$ cat config.mk
export PLATFORM = sky130hd
export DESIGN_NAME = axi_sram_arbiter_flat
export DESIGN_NICKNAME = d
export VERILOG_FILES = /design/src/rtl/sram_cmd_if.sv /design/src/rtl/axi_sram_arbiter.sv /design/src/flat_wrapper.sv
export SDC_FILE = /design/constraint.sdc
export NUM_CORES = 1
export LEC_CHECK = 0
export ABC_CLOCK_PERIOD_IN_PS = 2700
export BUFFER_PORTS_ARGS = -buffer_cell sky130_fd_sc_hd__buf_4
export CELL_PAD_IN_SITES_DETAIL_PLACEMENT = 0
export CELL_PAD_IN_SITES_GLOBAL_PLACEMENT = 1
export CORE_ASPECT_RATIO = 0.5
export CORE_MARGIN = 3
export CORE_UTILIZATION = 14
export CTS_BUF_LIST = sky130_fd_sc_hd__clkbuf_4
export DETAILED_ROUTE_END_ITERATION = 8
export HOLD_SLACK_MARGIN = 0.12
export PLACE_DENSITY = 0.84
export SETUP_SLACK_MARGIN = 0.3
export SYNTH_ARGS = -nofsm -noshare
export SYNTH_HDL_FRONTEND = slang
export SYNTH_SLANG_ARGS = --single-unit
$ cat constraint.sdc
create_clock -name clk -period 2.7 [get_ports clk]
set_clock_uncertainty 0.1 [all_clocks]
set_input_delay 0.54 -clock clk [delete_from_list [all_inputs] [get_ports clk]]
set_output_delay 0.54 -clock clk [all_outputs]
set_load 0.005 [all_outputs]
$ cat src/rtl/sram_cmd_if.sv
`timescale 1ns/100ps

interface sram_cmd_if #(
  parameter int ADDR_WIDTH = 15,
  parameter int DATA_WIDTH = 16,
  parameter int STRB_WIDTH = DATA_WIDTH / 8,
  parameter int META_WIDTH = 5
);

  logic                  valid;
  logic                  ready;
  logic                  wr_en;
  logic [ADDR_WIDTH-1:0] addr;
  logic [META_WIDTH-1:0] meta;
  logic [DATA_WIDTH-1:0] wr_data;
  logic [STRB_WIDTH-1:0] wr_strb;

  modport issuer (output valid, wr_en, addr, meta, wr_data, wr_strb, input ready);

  modport executor (input valid, wr_en, addr, meta, wr_data, wr_strb, output ready);

endinterface

$ cat src/rtl/axi_sram_arbiter.sv
`timescale 1ns/100ps

module axi_sram_arbiter (
  input  logic         clk,
  input  logic         rst_n,

  sram_cmd_if.executor wr,
  sram_cmd_if.executor rd,
  sram_cmd_if.issuer   mem
);

  logic read_first;
  logic grant_rd;
  logic grant_wr;

  // Reads win when favoured or when no write is pending
  assign grant_rd = rd.valid && (read_first || !wr.valid);
  assign grant_wr = wr.valid && !grant_rd;

  assign mem.valid   = grant_rd || grant_wr;
  assign mem.wr_en   = grant_rd ? rd.wr_en   : wr.wr_en;
  assign mem.addr    = grant_rd ? rd.addr    : wr.addr;
  assign mem.meta    = grant_rd ? rd.meta    : wr.meta;
  assign mem.wr_data = grant_rd ? rd.wr_data : wr.wr_data;
  assign mem.wr_strb = grant_rd ? rd.wr_strb : wr.wr_strb;

  // Only the winner sees the memory ready
  assign rd.ready = grant_rd && mem.ready;
  assign wr.ready = grant_wr && mem.ready;

  always_ff @(posedge clk) begin
    if (!rst_n) begin
      read_first <= 1'b0;
    end else if (wr.valid && wr.ready) begin
      read_first <= 1'b1;
    end else if (rd.valid && rd.ready) begin
      read_first <= 1'b0;
    end
  end

endmodule

$ cat src/flat_wrapper.sv
// flat-port wrapper written by rule: the top's interface ports become plain ports
module axi_sram_arbiter_flat 
  (clk, rst_n, wr_valid, wr_wr_en, wr_addr, wr_meta, wr_wr_data, wr_wr_strb, wr_ready, rd_valid, rd_wr_en, rd_addr, rd_meta, rd_wr_data, rd_wr_strb, rd_ready, mem_valid, mem_wr_en, mem_addr, mem_meta, mem_wr_data, mem_wr_strb, mem_ready);
  sram_cmd_if wr_i ();
  sram_cmd_if rd_i ();
  sram_cmd_if mem_i ();
  input  logic clk;
  input  logic rst_n;
  input wire logic [$bits(wr_i.valid)-1:0] wr_valid;
  input wire logic [$bits(wr_i.wr_en)-1:0] wr_wr_en;
  input wire logic [$bits(wr_i.addr)-1:0] wr_addr;
  input wire logic [$bits(wr_i.meta)-1:0] wr_meta;
  input wire logic [$bits(wr_i.wr_data)-1:0] wr_wr_data;
  input wire logic [$bits(wr_i.wr_strb)-1:0] wr_wr_strb;
  output wire logic [$bits(wr_i.ready)-1:0] wr_ready;
  input wire logic [$bits(rd_i.valid)-1:0] rd_valid;
  input wire logic [$bits(rd_i.wr_en)-1:0] rd_wr_en;
  input wire logic [$bits(rd_i.addr)-1:0] rd_addr;
  input wire logic [$bits(rd_i.meta)-1:0] rd_meta;
  input wire logic [$bits(rd_i.wr_data)-1:0] rd_wr_data;
  input wire logic [$bits(rd_i.wr_strb)-1:0] rd_wr_strb;
  output wire logic [$bits(rd_i.ready)-1:0] rd_ready;
  output wire logic [$bits(mem_i.valid)-1:0] mem_valid;
  output wire logic [$bits(mem_i.wr_en)-1:0] mem_wr_en;
  output wire logic [$bits(mem_i.addr)-1:0] mem_addr;
  output wire logic [$bits(mem_i.meta)-1:0] mem_meta;
  output wire logic [$bits(mem_i.wr_data)-1:0] mem_wr_data;
  output wire logic [$bits(mem_i.wr_strb)-1:0] mem_wr_strb;
  input wire logic [$bits(mem_i.ready)-1:0] mem_ready;
  assign wr_i.valid = wr_valid;
  assign wr_i.wr_en = wr_wr_en;
  assign wr_i.addr = wr_addr;
  assign wr_i.meta = wr_meta;
  assign wr_i.wr_data = wr_wr_data;
  assign wr_i.wr_strb = wr_wr_strb;
  assign wr_ready = wr_i.ready;
  assign rd_i.valid = rd_valid;
  assign rd_i.wr_en = rd_wr_en;
  assign rd_i.addr = rd_addr;
  assign rd_i.meta = rd_meta;
  assign rd_i.wr_data = rd_wr_data;
  assign rd_i.wr_strb = rd_wr_strb;
  assign rd_ready = rd_i.ready;
  assign mem_valid = mem_i.valid;
  assign mem_wr_en = mem_i.wr_en;
  assign mem_addr = mem_i.addr;
  assign mem_meta = mem_i.meta;
  assign mem_wr_data = mem_i.wr_data;
  assign mem_wr_strb = mem_i.wr_strb;
  assign mem_i.ready = mem_ready;
  axi_sram_arbiter u_core (.clk(clk), .rst_n(rst_n), .wr(wr_i), .rd(rd_i), .mem(mem_i));
endmodule
==> impl_summary.txt <==
----------------------------------------------------
[Worst setup path]
  Critical Path Sink Type ... primary output
  Worst Path Class, Setup ... input pin to primary output
  Endpoint arrival time on the critical path ... 1640 ps
  Critical-path cell list ... buf_4 > inv_1 > o21ai_4 > buf_6 > mux2_2 > buf_4
  Biggest cell delay along the critical path ... 390 ps
  Largest delay share family, worst path ... buffers and inverters
  Startpoint type of the worst setup path ... input pin
  Dominant cell type by count on the critical path ... buf_4
  Buffers plus inverters on the worst setup path ... 4
  Required arrival time at the worst endpoint ... approximately 2000 ps
  Cell type of the slowest stage on the worst timing path ... mux2_2
  Worst-path maximum fanout ... 28

[Synthesis]
  Synth area leader ... mux2_2
  Fraction of registers with async set/reset ... 0%
  Ranking of synthesized cells by area ... mux2_2, buf_6, mux2_4, dfxtp_1, o21ai_4
  Ranking of synthesized cells by instance count ... mux2_2, buf_6, inv_1, mux2_4
  Most instantiated library cell after synthesis ... mux2_2
  Post-Synthesis Net Count ... 136
  Post-synthesis instance area ... 574 um2
  Post-synth EDFFs ... 0
  Area share of the leading cell type in the synthesized netlist ... 70.6%
  Syn. warnings ... 0
  Synth unique cells ... 11
  Sequential share of the synthesized area ... roughly 3.5%
  Most used flip-flop cell after synthesis ... dfxtp_1
  Post-synthesis area per instance ... approximately 11 um2
  Flip-flop and latch count after synthesis ... 1
  Synthesized netlist cell count ... 53

[Power]
  Power density over cell area ... 184 mW/mm2
  Sequential cell fraction of total power ... 6.3%
  Clock network fraction of design power ... 0%
  Internal power ... 0.000206 W
  Switching Power ... 0.0000780 W
  Static Leakage ... ~0.8 nW
  Switch share ... 27.5%
  Part of the power in combinational logic ... 93.7%
  Worst ir drop on vdd ... 46.8 uV

[Layout]
  Footprint of the multi-input gates ... 498 um2
  Number of diodes ... 0
  Net count, final ... 260
  Sequential cell area in the final layout ... approximately 20 um2
  Fraction of layout instances using a drive strength above 1 ... 95.4%
  Biggest register ... u_core.read_first
  Post-route design area ... 0.00154 mm2
  Max FFs per register ... 1
  Relative area change from synthesis to final layout ... 169%
  Core utilization of the finished layout ... 41.9%
  Number of fillers in the final layout ... 362
  Largest regs ... u_core.read_first x1

[Routing]
  Total DRC errors in the routed layout ... 0
  Via count of the routed design ... ~880
  Vias/cell ... 3.91
  Drt wl/cell ... 13.8 um
  Antenna viol nets, final ... 0
  Number of DRC violations after detailed-routing iteration 0 ... 10
  Detailed Routing Iterations Pass 1 ... 3
  Total wirelength of the detailed-routed design ... between 3000 and 4000 um

[Placed design]
  Global placer's final weighted congestion ... 0.761
  Worst slack at placement ... 322 ps
  Area of placed instances ... 0.00154 mm2
  Detailed placer's ending HPWL ... 2860 um
  Number of port buffers ... 124

[Timing]
  RSZ-0062 raised after global routing ... false
  Worst Hold Slack ... 475 ps
  Slew headroom ... 83.3%
  Hold Violations, Final ... 0
  Number of failing setup endpoints in the final timing report ... 0
  Final critical-path required period ... 2280 ps
  Part of the cycle the worst path needs ... 84.4%
  Worst-case setup margin in the final layout ... around 420 ps
  Number of pins with negative max-slew slack in the final report ... 0
  Post-Route Setup TNS ... 0 ps
  Upper clock frequency limit ... between 0.4 and 0.5 GHz
  Worst-margin pin slew ... 250 ps

[Run]
  Number of maximum-capacitance constraint violations ... 0

[Global route]
  Global-route wire length before repair ... 4310 um
  GRT Util Overall ... 11.0%
  Antenna violations before repair ... 0
  Overflow after GRT ... 0
  Pin count of the biggest net entering global routing ... 29
  Number of global-route vias before repair ... a little under 900

[Floorplanning]
  Count of pins on the block boundary ... between 100 and 150
  Standard cell core area ... 0.00368 mm2
  Horizontal extent of the die ... 96.6 um
  Number of rows in the core area ... 15
  Height of the chip ... 51.3 um
  Die outline area ... 0.00495 mm2
  Initial core utilization ... between 10% and 20%

[Clocking]
  Clock transition at the registers of the reported paths ... 0 ps
  Post-CTS resize count ... 0
  Post-CTS setup buffers ... 0
  Number of buffers inserted by hold repair at cts ... 0
  Clock latency on the worst-skew pair ... 0 ps

[Status]
  Outcome ... completed

[Min path]
  Path category of the worst min-delay check ... flip-flop to flip-flop

----------------------------------------------------
[through the flow]
step                      std cells  power (W)
after global routing            226   0.000305
after global placement          226   0.000283
final                           226   0.000284
after floorplan                  53   0.000114
after detailed placement        226   0.000287
after CTS                       226   0.000287
[cells in the final DEF, fill, tap and decap left out]
cell type	synthesis	routed
buf_4	0	125
or2_2	1	1
mux2_4	3	3
o21ai_4	1	1
a311oi_1	1	1
dfxtp_1	1	1
inv_1	3	3
nor2_1	1	1
a21oi_1	1	1
buf_6	4	1
a211oi_1	1	1
mux2_2	36	36
[final timing paths]
path	from	endpoint	slack (ps)	depth (start not counted)
worst min register to register	u_core.read_first$_SDFFE_PN0P_	u_core.read_first$_SDFFE_PN0P_	470	1
worst max register to register	u_core.read_first$_SDFFE_PN0P_	u_core.read_first$_SDFFE_PN0P_	1830	2
worst max-delay path	wr_valid	mem_addr[3]	420	6
worst min-delay path	u_core.read_first$_SDFFE_PN0P_	u_core.read_first$_SDFFE_PN0P_	470	1
[worst register-to-register path, cell delays in order, from the launching register on]
cell      delay (ps)
dfxtp_1          400
a21oi_1           60
a311oi_1         210
[per-layer routing]
metal | GRT usage [%] | up-vias | routed length (um)
met3 | 0.294 | 0 | 168
met2 | 23.2 | 30 | 1840
met1 | 12.9 | 411 | 1100
met5 | 0 | - | 0
met4 | 0 | 0 | 0
li1 | - | 443 | -
[logic make-up after synthesis]
group | share of synthesized area, %
AOI/OAI and AO/OA | 6.54
buffers and inverters | 9.80
DFF | 3.49
muxes | 78.4
and+or+nand+nor | 1.74
[final cells by class]
type	count	area share, %
inverter	3	0.730
sequential	1	1.30
tap	51	4.14
multi-input combinational	45	32.3
timing repair buffer	126	61.6
[power by group through the flow]
stage	Sequential (W)	Clock [W]	Combinational (W)
detailed placement	0.0000178	0	0.000269
finish	0.0000178	0	0.000266
floorplan	0.0000175	0	0.0000960
global route	0.0000181	0	0.000287
global placement	0.0000177	0	0.000266
CTS	0.0000178	0	0.000269
Note: power is estimated with default switching activity, not from simulation.
