<file path="config.mk">
export PLATFORM = sky130hd
export DESIGN_NAME = axi_sram_rd_flat
export DESIGN_NICKNAME = d
export VERILOG_FILES = /design/src/rtl/axi_sram_pkg.sv /design/src/rtl/sram_cmd_if.sv /design/src/rtl/sram_rd_resp_if.sv /design/src/rtl/axi_sram_rd.sv /design/src/flat_wrapper.sv
export SDC_FILE = /design/constraint.sdc
export NUM_CORES = 1
export LEC_CHECK = 0
export ABC_AREA = 1
export BUFFER_PORTS_ARGS = -buffer_cell sky130_fd_sc_hd__buf_2
export CAP_MARGIN = 20
export CELL_PAD_IN_SITES_DETAIL_PLACEMENT = 0
export CELL_PAD_IN_SITES_GLOBAL_PLACEMENT = 1
export CORE_MARGIN = 10
export CORE_UTILIZATION = 32
export DETAILED_ROUTE_END_ITERATION = 10
export HOLD_SLACK_MARGIN = 0.08
export PLACE_DENSITY = 0.95
export SLEW_MARGIN = 15
export SYNTH_ARGS = -nofsm -noshare
export SYNTH_HDL_FRONTEND = slang
export SYNTH_SLANG_ARGS = --single-unit
</file>
<file path="constraint.sdc">
create_clock -name clk -period 2.4 [get_ports clk]
set_input_delay 0.48 -clock clk [delete_from_list [all_inputs] [get_ports clk]]
set_output_delay 0.48 -clock clk [all_outputs]
set_load 0.005 [all_outputs]
</file>
<file path="src/rtl/axi_sram_pkg.sv">
package axi_sram_pkg;

  // AXI burst encodings; only INCR is honoured by the bridge
  typedef enum logic [1:0] {
    BURST_FIXED = 2'b00,
    BURST_INCR  = 2'b01,
    BURST_WRAP  = 2'b10
  } axi_burst_t;

  typedef enum logic [1:0] {
    RESP_OKAY   = 2'b00,
    RESP_EXOKAY = 2'b01,
    RESP_SLVERR = 2'b10,
    RESP_DECERR = 2'b11
  } axi_resp_t;

  localparam int DEF_ADDR_WIDTH = 16;
  localparam int DEF_DATA_WIDTH = 16;
  localparam int DEF_ID_WIDTH   = 4;

endpackage

</file>
<file path="src/rtl/sram_cmd_if.sv">
`timescale 1ns/100ps

interface sram_cmd_if #(
  parameter int ADDR_WIDTH = 15,
  parameter int DATA_WIDTH = 16,
  parameter int STRB_WIDTH = DATA_WIDTH / 8,
  parameter int META_WIDTH = 5
);

  logic                  valid;
  logic                  ready;
  logic                  wr_en;
  logic [ADDR_WIDTH-1:0] addr;
  logic [META_WIDTH-1:0] meta;
  logic [DATA_WIDTH-1:0] wr_data;
  logic [STRB_WIDTH-1:0] wr_strb;

  modport issuer (output valid, wr_en, addr, meta, wr_data, wr_strb, input ready);

  modport executor (input valid, wr_en, addr, meta, wr_data, wr_strb, output ready);

endinterface

</file>
<file path="src/rtl/sram_rd_resp_if.sv">
`timescale 1ns/100ps

interface sram_rd_resp_if #(
  parameter int DATA_WIDTH = 16,
  parameter int META_WIDTH = 5
);

  logic                  valid;
  logic                  ready;
  logic [DATA_WIDTH-1:0] data;
  logic [META_WIDTH-1:0] meta;

  modport source (output valid, data, meta, input ready);

  modport sink (input valid, data, meta, output ready);

endinterface

</file>
<file path="src/rtl/axi_sram_rd.sv">
`timescale 1ns/100ps

module axi_sram_rd #(
  parameter int ADDR_WIDTH      = axi_sram_pkg::DEF_ADDR_WIDTH,
  parameter int DATA_WIDTH      = axi_sram_pkg::DEF_DATA_WIDTH,
  parameter int ID_WIDTH        = axi_sram_pkg::DEF_ID_WIDTH,
  parameter int STRB_WIDTH      = DATA_WIDTH / 8,
  parameter int LSB             = $clog2(DATA_WIDTH) - 3,
  parameter int SRAM_ADDR_WIDTH = ADDR_WIDTH - LSB,
  parameter int META_WIDTH      = ID_WIDTH + 1
) (
  input  logic                        clk,
  input  logic                        rst_n,

  input  logic                        arvalid,
  output logic                        arready,
  input  logic [ID_WIDTH-1:0]         arid,
  input  logic [ADDR_WIDTH-1:0]       araddr,
  input  logic [7:0]                  arlen,
  input  axi_sram_pkg::axi_burst_t    arburst,
  output logic                        rvalid,
  input  logic                        rready,
  output logic [ID_WIDTH-1:0]         rid,
  output logic [DATA_WIDTH-1:0]       rdata,
  output axi_sram_pkg::axi_resp_t     rresp,
  output logic                        rlast,

  sram_cmd_if.issuer                  cmd,
  sram_rd_resp_if.sink                resp
);
  import axi_sram_pkg::*;

  logic                       busy;
  logic                       issuing;
  logic [ID_WIDTH-1:0]        id;
  logic [SRAM_ADDR_WIDTH-1:0] addr;
  logic [7:0]                 beats_left;
  logic                       issue_last;
  logic                       cmd_done;
  logic                       resp_done;

  // Burst type is accepted but every burst advances as INCR
  assign arready = !busy;

  assign issue_last = (beats_left == 8'd0);
  assign cmd_done   = cmd.valid && cmd.ready;

  assign cmd.valid   = issuing;
  assign cmd.wr_en   = 1'b0;
  assign cmd.addr    = addr;
  assign cmd.meta    = {id, issue_last};
  assign cmd.wr_data = '0;
  assign cmd.wr_strb = '0;

  // R follows the memory response directly
  assign rvalid     = resp.valid;
  assign resp.ready = rready;
  assign rdata      = resp.data;
  assign rid        = resp.meta[META_WIDTH-1:1];
  assign rlast      = resp.meta[0];
  assign rresp      = RESP_OKAY;

  assign resp_done = resp.valid && rready && resp.meta[0];

  always_ff @(posedge clk) begin
    if (!rst_n) begin
      busy    <= 1'b0;
      issuing <= 1'b0;
    end else begin
      if (arvalid && arready) begin
        busy    <= 1'b1;
        issuing <= 1'b1;
      end else begin
        if (cmd_done && issue_last) begin
          issuing <= 1'b0;
        end
        // Burst ends when the last beat has left on R
        if (resp_done) begin
          busy <= 1'b0;
        end
      end
    end
  end

  always_ff @(posedge clk) begin
    if (arvalid && arready) begin
      id         <= arid;
      addr       <= araddr[ADDR_WIDTH-1:LSB];
      beats_left <= arlen;
    end else if (cmd_done) begin
      addr       <= addr + 1'b1;
      beats_left <= beats_left - 8'd1;
    end
  end

endmodule

</file>
<file path="src/flat_wrapper.sv">
// flat-port wrapper written by rule: the top's interface ports become plain ports
module axi_sram_rd_flat import axi_sram_pkg::*;
#(
  parameter int ADDR_WIDTH      = axi_sram_pkg::DEF_ADDR_WIDTH,
  parameter int DATA_WIDTH      = axi_sram_pkg::DEF_DATA_WIDTH,
  parameter int ID_WIDTH        = axi_sram_pkg::DEF_ID_WIDTH,
  parameter int STRB_WIDTH      = DATA_WIDTH / 8,
  parameter int LSB             = $clog2(DATA_WIDTH) - 3,
  parameter int SRAM_ADDR_WIDTH = ADDR_WIDTH - LSB,
  parameter int META_WIDTH      = ID_WIDTH + 1
)
  (clk, rst_n, arvalid, arready, arid, araddr, arlen, arburst, rvalid, rready, rid, rdata, rresp, rlast, cmd_valid, cmd_wr_en, cmd_addr, cmd_meta, cmd_wr_data, cmd_wr_strb, cmd_ready, resp_valid, resp_data, resp_meta, resp_ready);
  sram_cmd_if #(.ADDR_WIDTH(ADDR_WIDTH), .DATA_WIDTH(DATA_WIDTH), .STRB_WIDTH(STRB_WIDTH), .META_WIDTH(META_WIDTH)) cmd_i ();
  sram_rd_resp_if #(.DATA_WIDTH(DATA_WIDTH), .META_WIDTH(META_WIDTH)) resp_i ();
  input  logic clk;
  input  logic rst_n;
  input  logic arvalid;
  output logic arready;
  input  logic [ID_WIDTH-1:0] arid;
  input  logic [ADDR_WIDTH-1:0] araddr;
  input  logic [7:0] arlen;
  input  axi_sram_pkg::axi_burst_t arburst;
  output logic rvalid;
  input  logic rready;
  output logic [ID_WIDTH-1:0] rid;
  output logic [DATA_WIDTH-1:0] rdata;
  output axi_sram_pkg::axi_resp_t rresp;
  output logic rlast;
  output wire logic [$bits(cmd_i.valid)-1:0] cmd_valid;
  output wire logic [$bits(cmd_i.wr_en)-1:0] cmd_wr_en;
  output wire logic [$bits(cmd_i.addr)-1:0] cmd_addr;
  output wire logic [$bits(cmd_i.meta)-1:0] cmd_meta;
  output wire logic [$bits(cmd_i.wr_data)-1:0] cmd_wr_data;
  output wire logic [$bits(cmd_i.wr_strb)-1:0] cmd_wr_strb;
  input wire logic [$bits(cmd_i.ready)-1:0] cmd_ready;
  input wire logic [$bits(resp_i.valid)-1:0] resp_valid;
  input wire logic [$bits(resp_i.data)-1:0] resp_data;
  input wire logic [$bits(resp_i.meta)-1:0] resp_meta;
  output wire logic [$bits(resp_i.ready)-1:0] resp_ready;
  assign cmd_valid = cmd_i.valid;
  assign cmd_wr_en = cmd_i.wr_en;
  assign cmd_addr = cmd_i.addr;
  assign cmd_meta = cmd_i.meta;
  assign cmd_wr_data = cmd_i.wr_data;
  assign cmd_wr_strb = cmd_i.wr_strb;
  assign cmd_i.ready = cmd_ready;
  assign resp_i.valid = resp_valid;
  assign resp_i.data = resp_data;
  assign resp_i.meta = resp_meta;
  assign resp_ready = resp_i.ready;
  axi_sram_rd #(.ADDR_WIDTH(ADDR_WIDTH), .DATA_WIDTH(DATA_WIDTH), .ID_WIDTH(ID_WIDTH), .STRB_WIDTH(STRB_WIDTH), .LSB(LSB), .SRAM_ADDR_WIDTH(SRAM_ADDR_WIDTH), .META_WIDTH(META_WIDTH)) u_core (.clk(clk), .rst_n(rst_n), .arvalid(arvalid), .arready(arready), .arid(arid), .araddr(araddr), .arlen(arlen), .arburst(arburst), .rvalid(rvalid), .rready(rready), .rid(rid), .rdata(rdata), .rresp(rresp), .rlast(rlast), .cmd(cmd_i), .resp(resp_i));
endmodule
</file>
==> flow_summary.json, run 1 <==
{
  "status": "completed",
  "max_cap_viol_count": 0,
  "syn_area_um2": 2010,
  "critPathMostFrequentCell": "nor2_1",
  "via_per_inst": 4.40,
  "p_int_mw": 0.988,
  "cts_root_buf": "clkbuf_8",
  "grt_pass1_vias": 1653,
  "cts_buffers": 5,
  "endpoint_kind": "output port",
  "io_buffer_count": 58,
  "drv_slew": 0,
  "grt_pass1_wl_mm": 7.47,
  "drtAntennaViolNets": 0,
  "max_clock_freq_ghz": 0.486,
  "crit_path_max_incr_delay_ns": 0.42,
  "antenna_cells": 0,
  "fp.dieH_um": 99.2,
  "combPwrFrac": 0.209,
  "fin_nets": 347,
  "path_max_fanout": 3,
  "final_common_cell": "nand2_1",
  "n_fill_cell": 642,
  "clkPwrFrac": 0.297,
  "overflow": 0,
  "fp-row-count": 28,
  "whs_ns": 0.384,
  "p_leak_nw": 1.06,
  "critical_path_class": "flip-flop to output port",
  "ios": 124,
  "start_kind": "flip-flop",
  "path_buf_inv": 2,
  "final_core_util": 0.369,
  "worst_ir_drop_vdd_mv": 0.239,
  "dieWidth_um": 99.2,
  "finalSetupViolations": 0,
  "cts_tree": "done",
  "cts.sinks": 29,
  "clk_pin_slew_worst_paths_ns": 0.06,
  "drt_first_pass_iters": 4,
  "dp_slack_ns": 0.643,
  "synth_area_leaders": "edfxtp_1 40%, buf_4 17%, nand2_1 14%",
  "fin_crit_sh": 0.858,
  "crit_family": "simple AND/OR/NAND/NOR gates",
  "min_path_type": "input port to flip-flop",
  "drive_above_1_share": 0.266,
  "num_vias": 1600,
  "hold_viol": 0,
  "grt_max_degree": 28,
  "syn_inst": 250,
  "syn-mean-instance-area_um2": 8.03,
  "drt_iter0_drc": 64,
  "core_area_um2": 5990,
  "skew_ns": 0.00775,
  "p_per_area_nw_per_um2": 632,
  "postCtsHoldBufs": 0,
  "ys_types": 25,
  "required_ns": 1.92,
  "dieArea_um2": 9840,
  "initial_core_util": 0.335,
  "cts_buffer_depth": 2,
  "ys_warn_count": 0,
  "synth_top_area_frac": 0.404,
  "seq_power_share": 0.495,
  "swShare": 0.293,
  "wl_mm": 4.58,
  "yosysSeqAreaShare": 0.424,
  "cts_resized": 0,
  "setup_ws_ns": 0.341,
  "cts_setup_buffers": 0,
  "slowest_stage": "edfxtp_1",
  "hpwlAfterDp_mm": 3.66,
  "insertion_delay_ns": 0.28,
  "cp_data_arrival_time_ns": 1.58,
  "p_switching_mw": 0.408,
  "synth-seq-cells": 29,
  "mostFrequentLayoutCells": "74 x nand2_1, 58 x buf_2, 27 x edfxtp_1, 22 x nand3_1, 22 x conb_1",
  "period_needed_ns": 2.06,
  "grt.total_usage": 0.0920,
  "wire_per_inst_um": 12.6,
  "gp_congestion": 0.794,
  "area_growth_pct": 10.1,
  "path_cells": "inv_1 -> ha_1 -> nand2_1 -> nor2_1 -> nand3_1 -> nor2_1 -> buf_2",
  "antenna_found_initial": 0,
  "h-tree-depth": 2,
  "rsz0062_at_grt": "no",
  "power_mw": 1.40,
  "fin_tns_setup_ns": 0,
  "drc": 0,
  "netlist.top_cell.by_area": "edfxtp_1"
}
==> cell families (layout without fill, tap and decap cells) <==
| family | after synthesis | count (layout) | synth area share |
|---|---|---|---|
| adders and majority gates | 2 | 2 | 0.0125 |
| DFF | 29 | 29 | 0.424 |
| and+or+nand+nor | 126 | 126 | 0.272 |
| AOI/OAI and AO/OA | 17 | 17 | 0.0505 |
| buffers and inverters | 71 | 89 | 0.221 |
| xor gates and xnor gates | 4 | 4 | 0.0175 |
| other | 1 | 22 | 0.00187 |
==> layout make-up <==
cell class                 count  area, µm²  share of cell area
sequential                    29        851               0.385
clock buffer                   8       90.1              0.0408
tap                           75       93.8              0.0425
multi-input combinational    171        791               0.358
timing repair buffer          60        305               0.138
inverter                      21       78.8              0.0357
==> worst reg2reg max path, cell delays in order, from the launching register on <==
cell,delay [ns]
edfxtp_1,0.42
ha_1,0.24
inv_1,0.09
nor2_4,0.16
nand3_1,0.09
nand2_1,0.07
nand2_1,0.05
nand2_1,0.06
nand2_1,0.05
==> flip-flops by register name (all words and copies together), names as in the netlist <==
register and cells:
u_core.busy 1, u_core.cmd.valid 1, u_core.beats_left 8, u_core.addr 15, u_core.id 4
==> cells in the mapped netlist <==
master    instances
or2_2             1
buf_4            46
nand4_1           4
edfxtp_1         27
inv_1            19
inv_2             2
o21ai_0           3
nor2_1           19
o21ai_2           1
nand2_1          74
dfxtp_1           2
conb_1            1
a21oi_1           2
ha_1              2
a31oi_1           5
xor2_1            1
xnor2_1           3
nand3_2           1
o211ai_1          1
nand3_1          22
nor2_4            3
o21ai_1           4
buf_2             4
nand2_2           2
a31o_2            1
==> path summary, 6_finish.rpt <==
kind	startpoint	cells past startpoint	slack (ns)	endpoint
setup / recovery	u_core.beats_left[0]	7	0.34	cmd_meta[0]
hold / removal	arid[0]	1	0.38	u_core.id[0]
setup reg to reg	u_core.addr[0]	8	0.93	u_core.addr[12]
hold reg to reg	u_core.busy	2	0.48	u_core.busy
==> per-layer routing <==
metal	wire length, µm	track usage
met5	0	0
met4	45	0.0265
met3	353	0.0408
met2	2370	0.168
met1	1810	0.0919
==> metrics by stage <==
| stage | cell area [µm²] | std cells |
|---|---|---|
| 2_1_floorplan | 2090 | 271 |
| 3_3_place_gp | 2120 | 356 |
| 3_5_place_dp | 2120 | 356 |
| 4_1_cts | 2210 | 364 |
| 5_1_grt | 2210 | 364 |
| 6_report | 2210 | 364 |
==> power by group through the flow <==
stage / clock network, mW / logic [mW] / registers [mW]
2_1_floorplan: 0 / 0.238 / 0.696
3_3_place_gp: 0 / 0.290 / 0.699
3_5_place_dp: 0 / 0.297 / 0.702
4_1_cts: 0.430 / 0.298 / 0.692
5_1_grt: 0.450 / 0.339 / 0.704
6_report: 0.414 / 0.291 / 0.691
No activity file was read; power rests on OpenSTA's default activity.
==> run 2: changes to the inputs <==
Settings changed: ABC_AREA 1 to unset.
==> flow_summary.json, run 2 <==
{
  "rsz0062_at_grt": "no",
  "drv_slew": 0,
  "postCtsHoldBufs": 0,
  "min_path_type": "input port to flip-flop",
  "final_common_cell": "buf_2",
  "cp_data_arrival_time_ns": 1.66,
  "whs_ns": 0.374,
  "drt_first_pass_iters": 4,
  "synth_edf_count": 27,
  "hold_viol": 0,
  "drive_above_1_share": 0.303,
  "antenna_cells": 0,
  "ys.flop_type": "edfxtp_1",
  "largestRegisters": "u_core.addr (15), u_core.beats_left (8), u_core.id (4)",
  "fp-row-count": 27,
  "initial_core_util": 0.332,
  "hpwlAfterDp_mm": 3.34,
  "netlist.top_cell.by_area": "edfxtp_1",
  "clk_pin_slew_worst_paths_ns": 0.06,
  "max_cap_viol_count": 0,
  "synth-seq-cells": 29,
  "grt.met1_usage": 0.114,
  "cts_tree": "done",
  "syn_inst": 190,
  "crit_cells": 4,
  "grt_use_met3": 0.0327,
  "finalSetupViolations": 0,
  "ys_types": 26,
  "start_kind": "flip-flop",
  "crit_family": "simple AND/OR/NAND/NOR gates",
  "dieWidth_um": 96.0,
  "design_area_um2": 2040,
  "h-tree-depth": 2,
  "r2r_end": "u_core.addr[14]",
  "core_area_um2": 5570,
  "gr-usage-met2": 0.154,
  "r2r_start": "u_core.addr[2]",
  "ys_warn_count": 0,
  "cts.sinks": 29,
  "wl_mm": 4.33,
  "place_area_um2": 1950,
  "insertion_delay_ns": 0.28,
  "path_max_fanout": 4,
  "cts_setup_buffers": 0,
  "synth_area_leaders": "edfxtp_1 44%, buf_4 19%, nand2_1 6.5%",
  "slowest_stage": "edfxtp_1",
  "num_vias": 1346,
  "cts_resized": 0,
  "synth_commonest_cells": "46 x buf_4, 32 x nand2_1, 27 x edfxtp_1, 23 x o21ai_0, 12 x xor2_1",
  "via_per_inst": 4.49,
  "fp.dieH_um": 96.0,
  "overflow": 0,
  "endpoint_kind": "output port",
  "grt_pass1_vias": 1434,
  "synth_async_sr_flop_share": 0,
  "io_buffer_count": 58,
  "fin_tns_setup_ns": 0,
  "critical_path_class": "flip-flop to output port",
  "dieArea_um2": 9220,
  "crit_start": "u_core.beats_left[2]",
  "grt_pass1_wl_mm": 6.92,
  "mostFrequentLayoutCells": "58 x buf_2, 32 x nand2_1, 27 x edfxtp_1, 23 x o21ai_0, 22 x conb_1",
  "path_buf_inv": 1,
  "p_leak_nw": 0.836,
  "gp_congestion": 0.789,
  "cts_buffer_depth": 2,
  "p_per_area_nw_per_um2": 637,
  "synth_top_area_frac": 0.438,
  "syn_area_um2": 1850,
  "reg2reg_depth": 4,
  "ios": 124,
  "cts_root_buf": "clkbuf_8",
  "fin_nets": 286,
  "largest_register_ffs": 15,
  "period_needed_ns": 2.14,
  "fin_crit_sh": 0.891,
  "antenna_found_initial": 0,
  "cts_buffers": 5,
  "wire_per_inst_um": 14.4,
  "skew_ns": 0.00455,
  "grt_max_degree": 46,
  "grt.total_usage": 0.0966,
  "area_growth_pct": 10.4,
  "max_clock_freq_ghz": 0.468,
  "drc": 0,
  "yosysSeqAreaShare": 0.460,
  "required_ns": 1.92,
  "syn-mean-instance-area_um2": 9.73,
  "crit_end": "cmd_meta[0]",
  "rrSetupSlack_ns": 0.74,
  "regMostFlops": "u_core.addr",
  "status": "completed",
  "drt_iter0_drc": 63,
  "busiest_layer": "met2",
  "path_cells": "nor4_2 -> nand2_1 -> nor3_1 -> buf_2",
  "worst_ir_drop_vdd_mv": 0.191,
  "drtAntennaViolNets": 0,
  "yosysMostFrequentCell": "buf_4",
  "crit_path_max_incr_delay_ns": 0.46
}
-- run 2: cell types whose count changed after synthesis, moves of 11 or more --
cell | before | now
xor2_1 | 1 | 12
nand3_1 | 22 | 4
inv_1 | 19 | 4
o21ai_0 | 3 | 23
nand2_1 | 74 | 32
nor2_1 | 19 | 3
-- run 2: worst min path at each step --
stage | from | to | slack, ns | cells after the start
floorplan | u_core.busy | u_core.busy | 0.45 | 1
global placement | u_core.busy | u_core.busy | 0.47 | 1
detailed placement | u_core.busy | u_core.busy | 0.48 | 1
CTS | arid[1] | u_core.id[1] | 0.37 | 1
global route | arid[0] | u_core.id[0] | 0.36 | 1
finish | arid[3] | u_core.id[3] | 0.37 | 1
-- run 2: cell families (layout without fill, tap and decap cells) --
family                     after synthesis  in the layout  synth area share
xor gates and xnor gates                18             18            0.0852
AOI/OAI and AO/OA                       27             27            0.0765
and+or+nand+nor                         58             58             0.154
DFF                                     29             29             0.460
buffers and inverters                   55             72             0.209
adders and majority gates                2              2            0.0135
other                                    1             22           0.00203
-- run 2: cell type report --
cell class                 instances  area, µm²
clock buffer                       6       72.6
clock inverter                     2       10.0
fill                             571       3530
inverter                           4       15.0
multi-input combinational        127        697
sequential                        29        851
tap                               72       90.1
timing repair buffer              60        305
-- run 2: routing by layer --
layer	share of wire	wire, µm
met1	0.42	1820
met5	0	0
met4	0.016	68
met3	0.086	372
met2	0.48	2070
-- run 2: where the power goes --
part / switching (mW) / leakage [nW] / internal [mW] / total (mW)
Sequential: 0.0575 / 0.279 / 0.629 / 0.687
Combinational: 0.124 / 0.511 / 0.101 / 0.225
Clock: 0.188 / 0.0450 / 0.200 / 0.388
-- run 2: through the flow --
step	power, mW	std cells	utilization	setup slack [ns]
6_report	1.30	300	0.366	0.261
5_1_grt	1.39	300	0.366	0.0341
3_5_place_dp	0.924	292	0.350	0.486
4_1_cts	1.32	300	0.365	0.176
2_1_floorplan	0.870	211	-	0.725
3_3_place_gp	0.913	292	0.350	0.478
