===== src/rtl/axi_sram_pkg.sv =====
package axi_sram_pkg;

  // AXI burst encodings; only INCR is honoured by the bridge
  typedef enum logic [1:0] {
    BURST_FIXED = 2'b00,
    BURST_INCR  = 2'b01,
    BURST_WRAP  = 2'b10
  } axi_burst_t;

  typedef enum logic [1:0] {
    RESP_OKAY   = 2'b00,
    RESP_EXOKAY = 2'b01,
    RESP_SLVERR = 2'b10,
    RESP_DECERR = 2'b11
  } axi_resp_t;

  localparam int DEF_ADDR_WIDTH = 16;
  localparam int DEF_DATA_WIDTH = 16;
  localparam int DEF_ID_WIDTH   = 4;

endpackage


===== src/rtl/sram_cmd_if.sv =====
`timescale 1ns/100ps

interface sram_cmd_if #(
  parameter int ADDR_WIDTH = 15,
  parameter int DATA_WIDTH = 16,
  parameter int STRB_WIDTH = DATA_WIDTH / 8,
  parameter int META_WIDTH = 5
);

  logic                  valid;
  logic                  ready;
  logic                  wr_en;
  logic [ADDR_WIDTH-1:0] addr;
  logic [META_WIDTH-1:0] meta;
  logic [DATA_WIDTH-1:0] wr_data;
  logic [STRB_WIDTH-1:0] wr_strb;

  modport issuer (output valid, wr_en, addr, meta, wr_data, wr_strb, input ready);

  modport executor (input valid, wr_en, addr, meta, wr_data, wr_strb, output ready);

endinterface


===== src/rtl/axi_sram_wr.sv =====
`timescale 1ns/100ps

module axi_sram_wr #(
  parameter int ADDR_WIDTH      = axi_sram_pkg::DEF_ADDR_WIDTH,
  parameter int DATA_WIDTH      = axi_sram_pkg::DEF_DATA_WIDTH,
  parameter int ID_WIDTH        = axi_sram_pkg::DEF_ID_WIDTH,
  parameter int STRB_WIDTH      = DATA_WIDTH / 8,
  parameter int LSB             = $clog2(DATA_WIDTH) - 3,
  parameter int SRAM_ADDR_WIDTH = ADDR_WIDTH - LSB
) (
  input  logic                        clk,
  input  logic                        rst_n,

  input  logic                        awvalid,
  output logic                        awready,
  input  logic [ID_WIDTH-1:0]         awid,
  input  logic [ADDR_WIDTH-1:0]       awaddr,
  input  logic [7:0]                  awlen,
  input  axi_sram_pkg::axi_burst_t    awburst,
  input  logic                        wvalid,
  output logic                        wready,
  input  logic [DATA_WIDTH-1:0]       wdata,
  input  logic [STRB_WIDTH-1:0]       wstrb,
  input  logic                        wlast,
  output logic                        bvalid,
  input  logic                        bready,
  output logic [ID_WIDTH-1:0]         bid,
  output axi_sram_pkg::axi_resp_t     bresp,

  sram_cmd_if.issuer                  cmd
);
  import axi_sram_pkg::*;

  typedef enum logic [1:0] {
    ST_IDLE,
    ST_DATA,
    ST_RESP
  } state_t;

  state_t                     state;
  logic [ID_WIDTH-1:0]        id;
  logic [SRAM_ADDR_WIDTH-1:0] addr;
  logic                       beat_done;

  // Burst type is accepted but every burst advances as INCR
  assign awready = (state == ST_IDLE);

  assign cmd.valid   = (state == ST_DATA) && wvalid;
  assign cmd.wr_en   = 1'b1;
  assign cmd.addr    = addr;
  assign cmd.meta    = '0;
  assign cmd.wr_data = wdata;
  assign cmd.wr_strb = wstrb;

  assign wready    = (state == ST_DATA) && cmd.ready;
  assign beat_done = cmd.valid && cmd.ready;

  assign bvalid = (state == ST_RESP);
  assign bid    = id;
  assign bresp  = RESP_OKAY;

  always_ff @(posedge clk) begin
    if (!rst_n) begin
      state <= ST_IDLE;
    end else begin
      case (state)
        ST_IDLE: if (awvalid) state <= ST_DATA;
        ST_DATA: if (beat_done && wlast) state <= ST_RESP;
        ST_RESP: if (bready) state <= ST_IDLE;
        default: state <= ST_IDLE;
      endcase
    end
  end

  always_ff @(posedge clk) begin
    if (awvalid && awready) begin
      id   <= awid;
      addr <= awaddr[ADDR_WIDTH-1:LSB];
    end else if (beat_done) begin
      addr <= addr + 1'b1;
    end
  end

endmodule


===== src/flat_wrapper.sv =====
// flat-port wrapper written by rule: the top's interface ports become plain ports
module axi_sram_wr_flat import axi_sram_pkg::*;
#(
  parameter int ADDR_WIDTH      = axi_sram_pkg::DEF_ADDR_WIDTH,
  parameter int DATA_WIDTH      = axi_sram_pkg::DEF_DATA_WIDTH,
  parameter int ID_WIDTH        = axi_sram_pkg::DEF_ID_WIDTH,
  parameter int STRB_WIDTH      = DATA_WIDTH / 8,
  parameter int LSB             = $clog2(DATA_WIDTH) - 3,
  parameter int SRAM_ADDR_WIDTH = ADDR_WIDTH - LSB
)
  (clk, rst_n, awvalid, awready, awid, awaddr, awlen, awburst, wvalid, wready, wdata, wstrb, wlast, bvalid, bready, bid, bresp, cmd_valid, cmd_wr_en, cmd_addr, cmd_meta, cmd_wr_data, cmd_wr_strb, cmd_ready);
  sram_cmd_if #(.ADDR_WIDTH(ADDR_WIDTH), .DATA_WIDTH(DATA_WIDTH), .STRB_WIDTH(STRB_WIDTH)) cmd_i ();
  input  logic clk;
  input  logic rst_n;
  input  logic awvalid;
  output logic awready;
  input  logic [ID_WIDTH-1:0] awid;
  input  logic [ADDR_WIDTH-1:0] awaddr;
  input  logic [7:0] awlen;
  input  axi_sram_pkg::axi_burst_t awburst;
  input  logic wvalid;
  output logic wready;
  input  logic [DATA_WIDTH-1:0] wdata;
  input  logic [STRB_WIDTH-1:0] wstrb;
  input  logic wlast;
  output logic bvalid;
  input  logic bready;
  output logic [ID_WIDTH-1:0] bid;
  output axi_sram_pkg::axi_resp_t bresp;
  output wire logic [$bits(cmd_i.valid)-1:0] cmd_valid;
  output wire logic [$bits(cmd_i.wr_en)-1:0] cmd_wr_en;
  output wire logic [$bits(cmd_i.addr)-1:0] cmd_addr;
  output wire logic [$bits(cmd_i.meta)-1:0] cmd_meta;
  output wire logic [$bits(cmd_i.wr_data)-1:0] cmd_wr_data;
  output wire logic [$bits(cmd_i.wr_strb)-1:0] cmd_wr_strb;
  input wire logic [$bits(cmd_i.ready)-1:0] cmd_ready;
  assign cmd_valid = cmd_i.valid;
  assign cmd_wr_en = cmd_i.wr_en;
  assign cmd_addr = cmd_i.addr;
  assign cmd_meta = cmd_i.meta;
  assign cmd_wr_data = cmd_i.wr_data;
  assign cmd_wr_strb = cmd_i.wr_strb;
  assign cmd_i.ready = cmd_ready;
  axi_sram_wr #(.ADDR_WIDTH(ADDR_WIDTH), .DATA_WIDTH(DATA_WIDTH), .ID_WIDTH(ID_WIDTH), .STRB_WIDTH(STRB_WIDTH), .LSB(LSB), .SRAM_ADDR_WIDTH(SRAM_ADDR_WIDTH)) u_core (.clk(clk), .rst_n(rst_n), .awvalid(awvalid), .awready(awready), .awid(awid), .awaddr(awaddr), .awlen(awlen), .awburst(awburst), .wvalid(wvalid), .wready(wready), .wdata(wdata), .wstrb(wstrb), .wlast(wlast), .bvalid(bvalid), .bready(bready), .bid(bid), .bresp(bresp), .cmd(cmd_i));
endmodule

===== config.mk =====
export PLATFORM = sky130hd
export DESIGN_NAME = axi_sram_wr_flat
export DESIGN_NICKNAME = d
export VERILOG_FILES = /design/src/rtl/axi_sram_pkg.sv /design/src/rtl/sram_cmd_if.sv /design/src/rtl/axi_sram_wr.sv /design/src/flat_wrapper.sv
export SDC_FILE = /design/constraint.sdc
export NUM_CORES = 1
export LEC_CHECK = 0
export BUFFER_PORTS_ARGS = -buffer_cell sky130_fd_sc_hd__clkbuf_2
export CORE_UTILIZATION = 37
export CTS_BUF_LIST = sky130_fd_sc_hd__clkbuf_8
export CTS_CLUSTER_SIZE = 8
export DETAILED_ROUTE_END_ITERATION = 8
export GPL_TIMING_DRIVEN = 0
export MAX_ROUTING_LAYER = met4
export PLACE_DENSITY = 0.79
export SLEW_MARGIN = 25
export SYNTH_ARGS = -nofsm -noshare
export SYNTH_HDL_FRONTEND = slang
export SYNTH_SLANG_ARGS = --single-unit

===== constraint.sdc =====
create_clock -name clk -period 1.4 [get_ports clk]
set_input_delay 0.14 -clock clk [delete_from_list [all_inputs] [get_ports clk]]
set_output_delay 0.14 -clock clk [all_outputs]
set_load 0.005 [all_outputs]

==> results of run 1 <==
## critical path: cells and delay by family, from the launching register on
kind	cells	cell delay [ns]
flops	1	0.41
xor+xnor	1	0.17
simple gates	2	0.59
compound gates	1	0.07
## cell families (layout without fill, tap and decap cells)
group	Yosys count	after routing	share of synthesized area, %
other	2	9	0.563
adder cells (fa/ha/maj)	1	1	0.937
flip-flops	21	21	45.7
multiplexers	1	1	0.843
buffers and inverters	33	115	16.9
AND/OR/NAND/NOR	48	48	19.5
AO/OA/AOI/OAI	16	17	7.03
XOR/XNOR	13	13	8.53
## power by group
| group | internal (uW) | switching [uW] | leakage [uW] |
|---|---|---|---|
| logic | 361 | 311 | 0.000711 |
| registers | 807 | 98.8 | 0.000197 |
| clock network | 196 | 206 | 0.0000269 |
## final timing paths
check	to	slack (ns)	cells past startpoint
max	u_core.addr[14]	-0.09	4
min	u_core.bid[2]	0.05	1
max reg2reg	u_core.addr[14]	-0.09	4
min reg2reg	u_core.state[0]	0.61	3
## timing repair
item,4_1_cts,5_1_grt
resized for setup,14,4
gates cloned,1,0
endpoints found under the setup margin,28,27
buffers inserted,10,2
pin swaps,1,1
## stage by stage
stage	cells	setup WS (ns)	hold slack, ns	power [uW]	setup TNS (ns)
finish	271	-0.0935	0.0506	1980	-0.380
global route	271	-0.181	0.0483	2100	-2.43
CTS	269	-0.0657	0.0495	1950	-0.287
detailed placement	254	-0.261	0.319	1460	-4.60
global placement	254	-0.229	0.318	1440	-3.93
floorplan	142	-0.00222	0.239	1240	-0.0347
## area by class of cell
| type | count | share of cell area, % |
|---|---|---|
| Buffer | 30 | 11.3 |
| Clock buffer | 3 | 2.07 |
| Clock inverter | 1 | 0.188 |
| Inverter | 3 | 0.689 |
| Multi-Input combinational cell | 89 | 31.1 |
| Sequential cell | 21 | 30.6 |
| Tap cell | 46 | 2.88 |
| Timing Repair Buffer | 78 | 21.2 |
## metal layers
layer	vias up	wire length (um)	GRT usage, %	part of all wire (%)
met5	-	0	-	0
met4	0	40	5.08	1.3
met3	4	197	3.11	6.2
met2	51	1690	28.4	53
met1	551	1250	20.6	39
li1	605	-	-	-
## sequential cells by signal, indices dropped and copies added (netlist names)
| register | flops |
|---|---|
| u_core.addr | 15 |
| u_core.bid | 4 |
| u_core.state | 2 |
## cells in the final DEF, fill, tap and decap left out, drive strengths merged
cell type   n
nand4       3
and2        2
nor3        4
nand3       5
xor2        2
mux2        1
a21oi      15
nand2       8
nor2       18
and3        1
xnor2      11
inv         4
buf        39
nor4        3
clkbuf     72
a21o        2
nand2b      2
edfxtp     19
dfxtp       2
conb        9
nor2b       2
ha          1
==> impl_metrics.tcl, run 1 <==
set metrics [dict create \
    post-route-util_pct 59.0 \
    dieArea_um2 3850 \
    startpoint_type "flip-flop" \
    worstPathRequired_ns 1.42 \
    hold_viol 0 \
    slew_viol_final 0 \
    cts_buffers 3 \
    critical_path_peak_fanout 4 \
    hpwl_um 2180 \
    setup-violations-final 7 \
    syn_inst 135 \
    path_cells "nand4_1, nor4_4, xnor2_1, a21oi_2" \
    routed_wl_um 3180 \
    drt-initial-drc-count 54 \
    design_area_um2 2000 \
    yosysSeqAreaShare_pct 45.7 \
    p_leak_uw 0.000935 \
    num_antenna_cells 0 \
    clk_pin_slew_ns 0.08 \
    grt_pass1_vias 1021 \
    crit_start "u_core.addr[10]" \
    timing.final.crit_share_pct 107 \
    path_class "reg -> reg" \
    synth.most_common_cell "buf_4" \
    syn_area_per_cell_um2 9.89 \
    antenna_found_initial 0 \
    critPathArrivalTime_ns 1.51 \
    synth_area_leaders "edfxtp_1, buf_4, xnor2_1, nor2_1, a21oi_1" \
    core_area_um2 3390 \
    htree_levels 1 \
    fin_nets 282 \
    status "finished with violations" \
    initial_utilization_pct 39.4 \
    synth-edff-count 19 \
    clock_skew_ns 0.00394 \
    synth_ff_type "edfxtp_1" \
    rsz0062_at_grt "yes" \
    async_flop_share_pct 0 \
    yosysTopAreaCell "edfxtp_1" \
    root_buffer "clkbuf_8" \
    synth_area_um2 1340 \
    rows 21 \
    min_from "awid[2]" \
    wl_per_cell_um 11.7 \
    postPlaceCellArea_um2 1780 \
    overflow 0 \
    vdd_drop_max_mv 0.552 \
    postCtsHoldBufs 0 \
    hp-class "in -> reg" \
    syn2layout_area_growth_pct 49.7 \
    ys_warn_count 0 \
    dr.pass1.iters 4 \
    cap_violations 0 \
    fp.dieH_um 62.1 \
    end_kind "flip-flop" \
    cts_tree "built" \
    dieWidth_um 62.1 \
    route.vias.total 1211 \
    io_buffers 66 \
    drive_gt1_share_pct 58.7 \
    cts_num_sinks 21 \
    seq_area_um2 611 \
    crit_path_top_delay_cell "edfxtp_1" \
    reg2reg_from "u_core.addr[10]" \
    vias_per_cell 4.47 \
    grt_pass1_wl_um 4660 \
    max_stage_delay_ns 0.41 \
    multiInputGateArea_um2 621 \
    synth_commonest_cells "buf_4, edfxtp_1, nor2_1" \
    grt_max_degree 12 \
    ys_ff_latch 21 \
    fillers 313 \
    min_period_ns 1.49 \
    track_usage_pct 16.9 \
    clock.fmax_mhz 670 \
    ios 105 \
    cts_buffer_depth 2 \
    violations "setup timing" \
    antenna_left 0 \
    synth.distinct_cells 26 \
    yosysTopAreaCellShare_pct 42.7 \
    p_per_area_nw_per_um2 991 \
    place_congestion 0.794 \
    finalWorstSetupSlack_ns -0.0935 \
    insertion_delay_ns 0.26 \
    drc 0 \
]
Note: power is estimated with default switching activity, not from simulation.
==> inputs of run 2 (changes only) <==
--- a/config.mk
+++ b/config.mk
@@ -13,6 +13,7 @@
 export GPL_TIMING_DRIVEN = 0
 export MAX_ROUTING_LAYER = met4
 export PLACE_DENSITY = 0.79
+export SETUP_SLACK_MARGIN = 0.2
 export SLEW_MARGIN = 25
 export SYNTH_ARGS = -nofsm -noshare
 export SYNTH_HDL_FRONTEND = slang
==> run 2 against run 1 <==
Compared with the run above:
- the run still ends with setup timing left
- worst setup slack improved by 0.0064 ns
- clock-buffer cell count is the same
- non-clock buffer count rose by 15
- design area grew 16%
- critical path type unchanged
- highest routed layer unchanged
==> impl_metrics.tcl, run 2 (same netlist as run 1, synthesis figures left out) <==
set metrics [dict create \
    grt_pass1_vias 1138 \
    postCtsHoldBufs 0 \
    design_area_um2 2320 \
    dpl.cell_count 254 \
    root_buffer "clkbuf_8" \
    htree_levels 1 \
    vias_per_cell 4.58 \
    rsz0062_at_grt "yes" \
    slew_viol_final 0 \
    drive_gt1_share_pct 65.8 \
    clk_pin_slew_ns 0.08 \
    rows 21 \
    clock_skew_ns 0.000766 \
    cap_violations 0 \
    route.vias.total 1309 \
    setup_tns_ns -0.496 \
    reg2regPathDepth 5 \
    status "finished with violations" \
    critPathArrivalTime_ns 1.51 \
    multiInputGateArea_um2 722 \
    syn2layout_area_growth_pct 73.8 \
    cts_buffer_depth 2 \
    p_per_area_nw_per_um2 965 \
    insertion_delay_ns 0.26 \
    max_stage_delay_ns 0.49 \
    post-route-util_pct 68.4 \
    cts_tree "built" \
    path_class "reg -> reg" \
    timing.final.crit_share_pct 106 \
    fin_nets 297 \
    dieArea_um2 3850 \
    worstPathRequired_ns 1.42 \
    ios 105 \
    layout_commonest_cell "clkbuf_2" \
    cts_buffers 3 \
    cts_num_sinks 21 \
    io_buffers 66 \
    place_congestion 0.779 \
    startpoint_type "flip-flop" \
    crit_path_top_delay_cell "edfxtp_1" \
    finalWorstSetupSlack_ns -0.0871 \
    track_usage_pct 18.6 \
    grt_pass1_wl_um 5030 \
    postPlaceCellArea_um2 1810 \
    drt-initial-drc-count 110 \
    whs_path_depth 1 \
    hpwl_um 2280 \
    overflow 0 \
    largest_register "u_core.addr" \
    vdd_drop_max_mv 0.502 \
    end_kind "flip-flop" \
    wl_per_cell_um 12.6 \
    routed_wl_um 3600 \
    antenna_found_initial 0 \
    largest_register_ffs 15 \
    num_antenna_cells 0 \
    path_cells "buf_6, nand4_4, nor4_4, xnor2_1, a21oi_2" \
    layout.cells.most_common_list "clkbuf_2, buf_4, edfxtp_1" \
    grt_max_degree 12 \
    core_area_um2 3390 \
    setup-violations-final 10 \
    hp-class "in -> reg" \
    dr.pass1.iters 4 \
    drc 0 \
    final_cells 286 \
    dieWidth_um 62.1 \
    cp.depth 5 \
    clock.fmax_mhz 672 \
    fillers 268 \
    seq_area_um2 618 \
    critical_path_peak_fanout 5 \
    hold_viol 0 \
    antenna_left 0 \
    p_leak_uw 0.00109 \
    initial_utilization_pct 39.4 \
    crit_buf_inv 1 \
    critical-path-top-delay-family "flip-flops" \
    violations "setup timing" \
    min_period_ns 1.49 \
    fp.dieH_um 62.1 \
]
==> run 2: metrics by stage <==
stage | setup slack (ns) | hold slack, ns | total power (uW)
global route | -0.136 | 0.0481 | 2360
floorplan | -0.00144 | 0.239 | 1270
CTS | -0.0712 | 0.0501 | 2130
finish | -0.0871 | 0.0468 | 2240
detailed placement | -0.146 | 0.320 | 1480
global placement | -0.104 | 0.320 | 1470
==> run 2: final timing paths <==
check             slack, ns       startpoint         endpoint
setup / recovery      -0.09   u_core.addr[4]  u_core.addr[12]
setup reg to reg      -0.09   u_core.addr[4]  u_core.addr[12]
hold / removal         0.05          awid[1]    u_core.bid[1]
hold reg to reg        0.58  u_core.state[1]  u_core.state[0]
==> run 2: power by group <==
part | switching, uW | leakage (uW) | internal (uW)
Sequential | 99.5 | 0.000198 | 808
Combinational | 412 | 0.000864 | 522
Clock | 201 | 0.0000269 | 196
Total | 712 | 0.00109 | 1530
==> run 2: repair_timing <==
action                     4_1_cts  5_1_grt
gates resized for setup         31       20
setup buffers                   22        5
gates cloned                     1        0
setup endpoints to repair       33       38
pin swaps                       16       14
==> run 2: cell type report <==
| type | instances | area share [%] |
|---|---|---|
| multi-input combinational | 89 | 31.1 |
| sequential | 21 | 26.6 |
| timing repair buffer | 93 | 26.5 |
| buffer | 30 | 10.2 |
| tap | 46 | 2.48 |
| clock buffer | 3 | 1.78 |
| inverter | 3 | 1.02 |
| clock inverter | 1 | 0.162 |
==> run 2: worst reg2reg max path, stage by stage (launching register included) <==
cell and delay [ns]:
edfxtp_1 0.49, buf_6 0.15, nand4_4 0.18, nor4_4 0.19
xnor2_1 0.17, a21oi_2 0.07
==> run 2: routing by layer <==
| layer | wire length [um] | part of all wire (%) | GRT usage [%] | vias up |
|---|---|---|---|---|
| li1 | - | - | - | 634 |
| met1 | 1450 | 40 | 20.9 | 610 |
| met2 | 1890 | 52 | 32.5 | 63 |
| met3 | 239 | 6.6 | 4.35 | 2 |
| met4 | 21 | 0.58 | 5.71 | 0 |
| met5 | 0 | 0 | - | - |
==> inputs of run 3 (changes only) <==
--- a/config.mk
+++ b/config.mk
@@ -13,6 +13,7 @@
 export GPL_TIMING_DRIVEN = 0
 export MAX_ROUTING_LAYER = met4
 export PLACE_DENSITY = 0.79
+export REMOVE_ABC_BUFFERS = 1
 export SETUP_SLACK_MARGIN = 0.2
 export SLEW_MARGIN = 25
 export SYNTH_ARGS = -nofsm -noshare
==> run 3 against run 2 <==
Compared with the run above:
- the flow still finishes with violations (setup timing)
- total power shrank 5.5%
- global-route usage grew 1.8 points
- sequential cell count is the same
- worst setup slack lost 0.0023 ns
- first-iteration DRC count shrank 75%
- utilization shrank 11 points
- fmax shrank 0.16%
- hold slack gained 0.0012 ns
- largest power group is now sequential cells
==> impl_metrics.tcl, run 3 (same netlist as run 1, synthesis figures left out) <==
set metrics [dict create \
    dieArea_um2 3850 \
    grt_util_met2_pct 29.8 \
    num_antenna_cells 0 \
    largest_register_ffs 15 \
    finalWorstSetupSlack_ns -0.0894 \
    rows 21 \
    setup_tns_ns -0.418 \
    total_power_uw 2120 \
    drc 0 \
    critical_path_peak_fanout 6 \
    cts_buffer_depth 2 \
    core_area_um2 3390 \
    track_usage_pct 20.4 \
    clock.fmax_mhz 671 \
    insertion_delay_ns 0.26 \
    dieWidth_um 62.1 \
    initial_utilization_pct 39.4 \
    route.vias.total 1189 \
    rsz0062_at_grt "yes" \
    drive_gt1_share_pct 57.9 \
    path_class "reg -> reg" \
    syn2layout_area_growth_pct 46.4 \
    fp.dieH_um 62.1 \
    critPathArrivalTime_ns 1.50 \
    post-route-util_pct 57.7 \
    largest_register "u_core.addr" \
    design_area_um2 1950 \
    global_route.usage.met1_pct 26.8 \
    cap_violations 0 \
    setup-violations-final 9 \
    layout_commonest_cell "clkbuf_2" \
    io_buffers 48 \
    status "finished with violations" \
    dr.pass1.iters 4 \
    startpoint_type "flip-flop" \
    antenna_left 0 \
    violations "setup timing" \
    cts_tree "built" \
    grt_pass1_vias 1118 \
    root_buffer "clkbuf_8" \
    antenna_found_initial 0 \
    timing.final.crit_share_pct 106 \
    clock_skew_ns 0.00514 \
    slew_viol_final 0 \
    routed_wl_um 3710 \
    ios 105 \
    vdd_drop_max_mv 0.702 \
    grt_pass1_wl_um 5290 \
    fin_nets 254 \
    end_kind "flip-flop" \
    clk_pin_slew_ns 0.08 \
    hp-class "in -> reg" \
    place_congestion 0.727 \
    cts_num_sinks 21 \
    drt-initial-drc-count 28 \
    overflow 0 \
    whs_ns 0.0480 \
    min_period_ns 1.49 \
    postPlaceCellArea_um2 1450 \
    p_leak_uw 0.000863 \
    htree_levels 1 \
    cts_buffers 3 \
    postCtsHoldBufs 0 \
    vias_per_cell 4.89 \
    grtUsageMet3_pct 8.07 \
    worstPathRequired_ns 1.41 \
    hpwl_um 2110 \
    grt_max_degree 16 \
    grt-busiest-layer "met2" \
    p_per_area_nw_per_um2 1080 \
    wl_per_cell_um 15.3 \
    layout.cells.most_common_list "clkbuf_2, buf_4, edfxtp_1" \
    hold_viol 0 \
]
[run 3: changes by cell type in the layout (fill, tap and decap cells not counted), moves of 2 or more]
cell      change
nor2_2        +2
buf_4        -20
buf_6         -4
clkbuf_2     -18
nor2_4        -2
dfxtp_2       +2
dfxtp_4       -2
[run 3: area by class of cell]
class	instances	area, um2
inverter	3	13.8
multi-input combinational	90	701
timing repair buffer	79	523
sequential	21	613
tap	46	57.6
clock inverter	1	5.00
fill	299	1440
clock buffer	3	41.3
[run 3: critical path, stage by stage (launching register included)]
cell and delay (ns):
edfxtp_1 0.43, buf_4 0.15, nand3_4 0.12, nor4_4 0.29
xnor2_1 0.18, a21oi_2 0.08
[run 3: worst paths after layout]
path                                       from         endpoint  slack (ns)  depth (start not counted)
worst max-delay path             u_core.addr[1]  u_core.addr[13]       -0.09                          5
worst min-delay path                    awid[1]    u_core.bid[1]        0.05                          1
worst max register to register   u_core.addr[1]  u_core.addr[13]       -0.09                          5
worst min register to register  u_core.addr[14]  u_core.addr[14]        0.69                          2
[run 3: metrics by stage]
stage	std cells	setup slack, ns
6_report	243	-0.0894
3_3_place_gp	206	-0.898
4_1_cts	232	-0.0272
2_1_floorplan	112	-0.507
5_1_grt	243	-0.174
3_5_place_dp	206	-0.939
[run 3: power by group]
part           internal, uW  switching, uW  total, uW
Clock                   198            205        403
Combinational           433            386        819
Sequential              808           85.5        893
Total                  1440            676       2120
[run 3: repair_timing]
action / in CTS / in global routing
buffers inserted: 20 / 11
pin swaps: 23 / 11
endpoints found under the setup margin: 37 / 35
gates resized for setup: 32 / 14
cloned: 2 / 0
[run 3: per-layer routing]
metal  part of all wire [%]  vias up
met4                   0.32        0
met3                    9.7        2
met5                      0        -
li1                       -      552
met2                     47       63
met1                     43      572
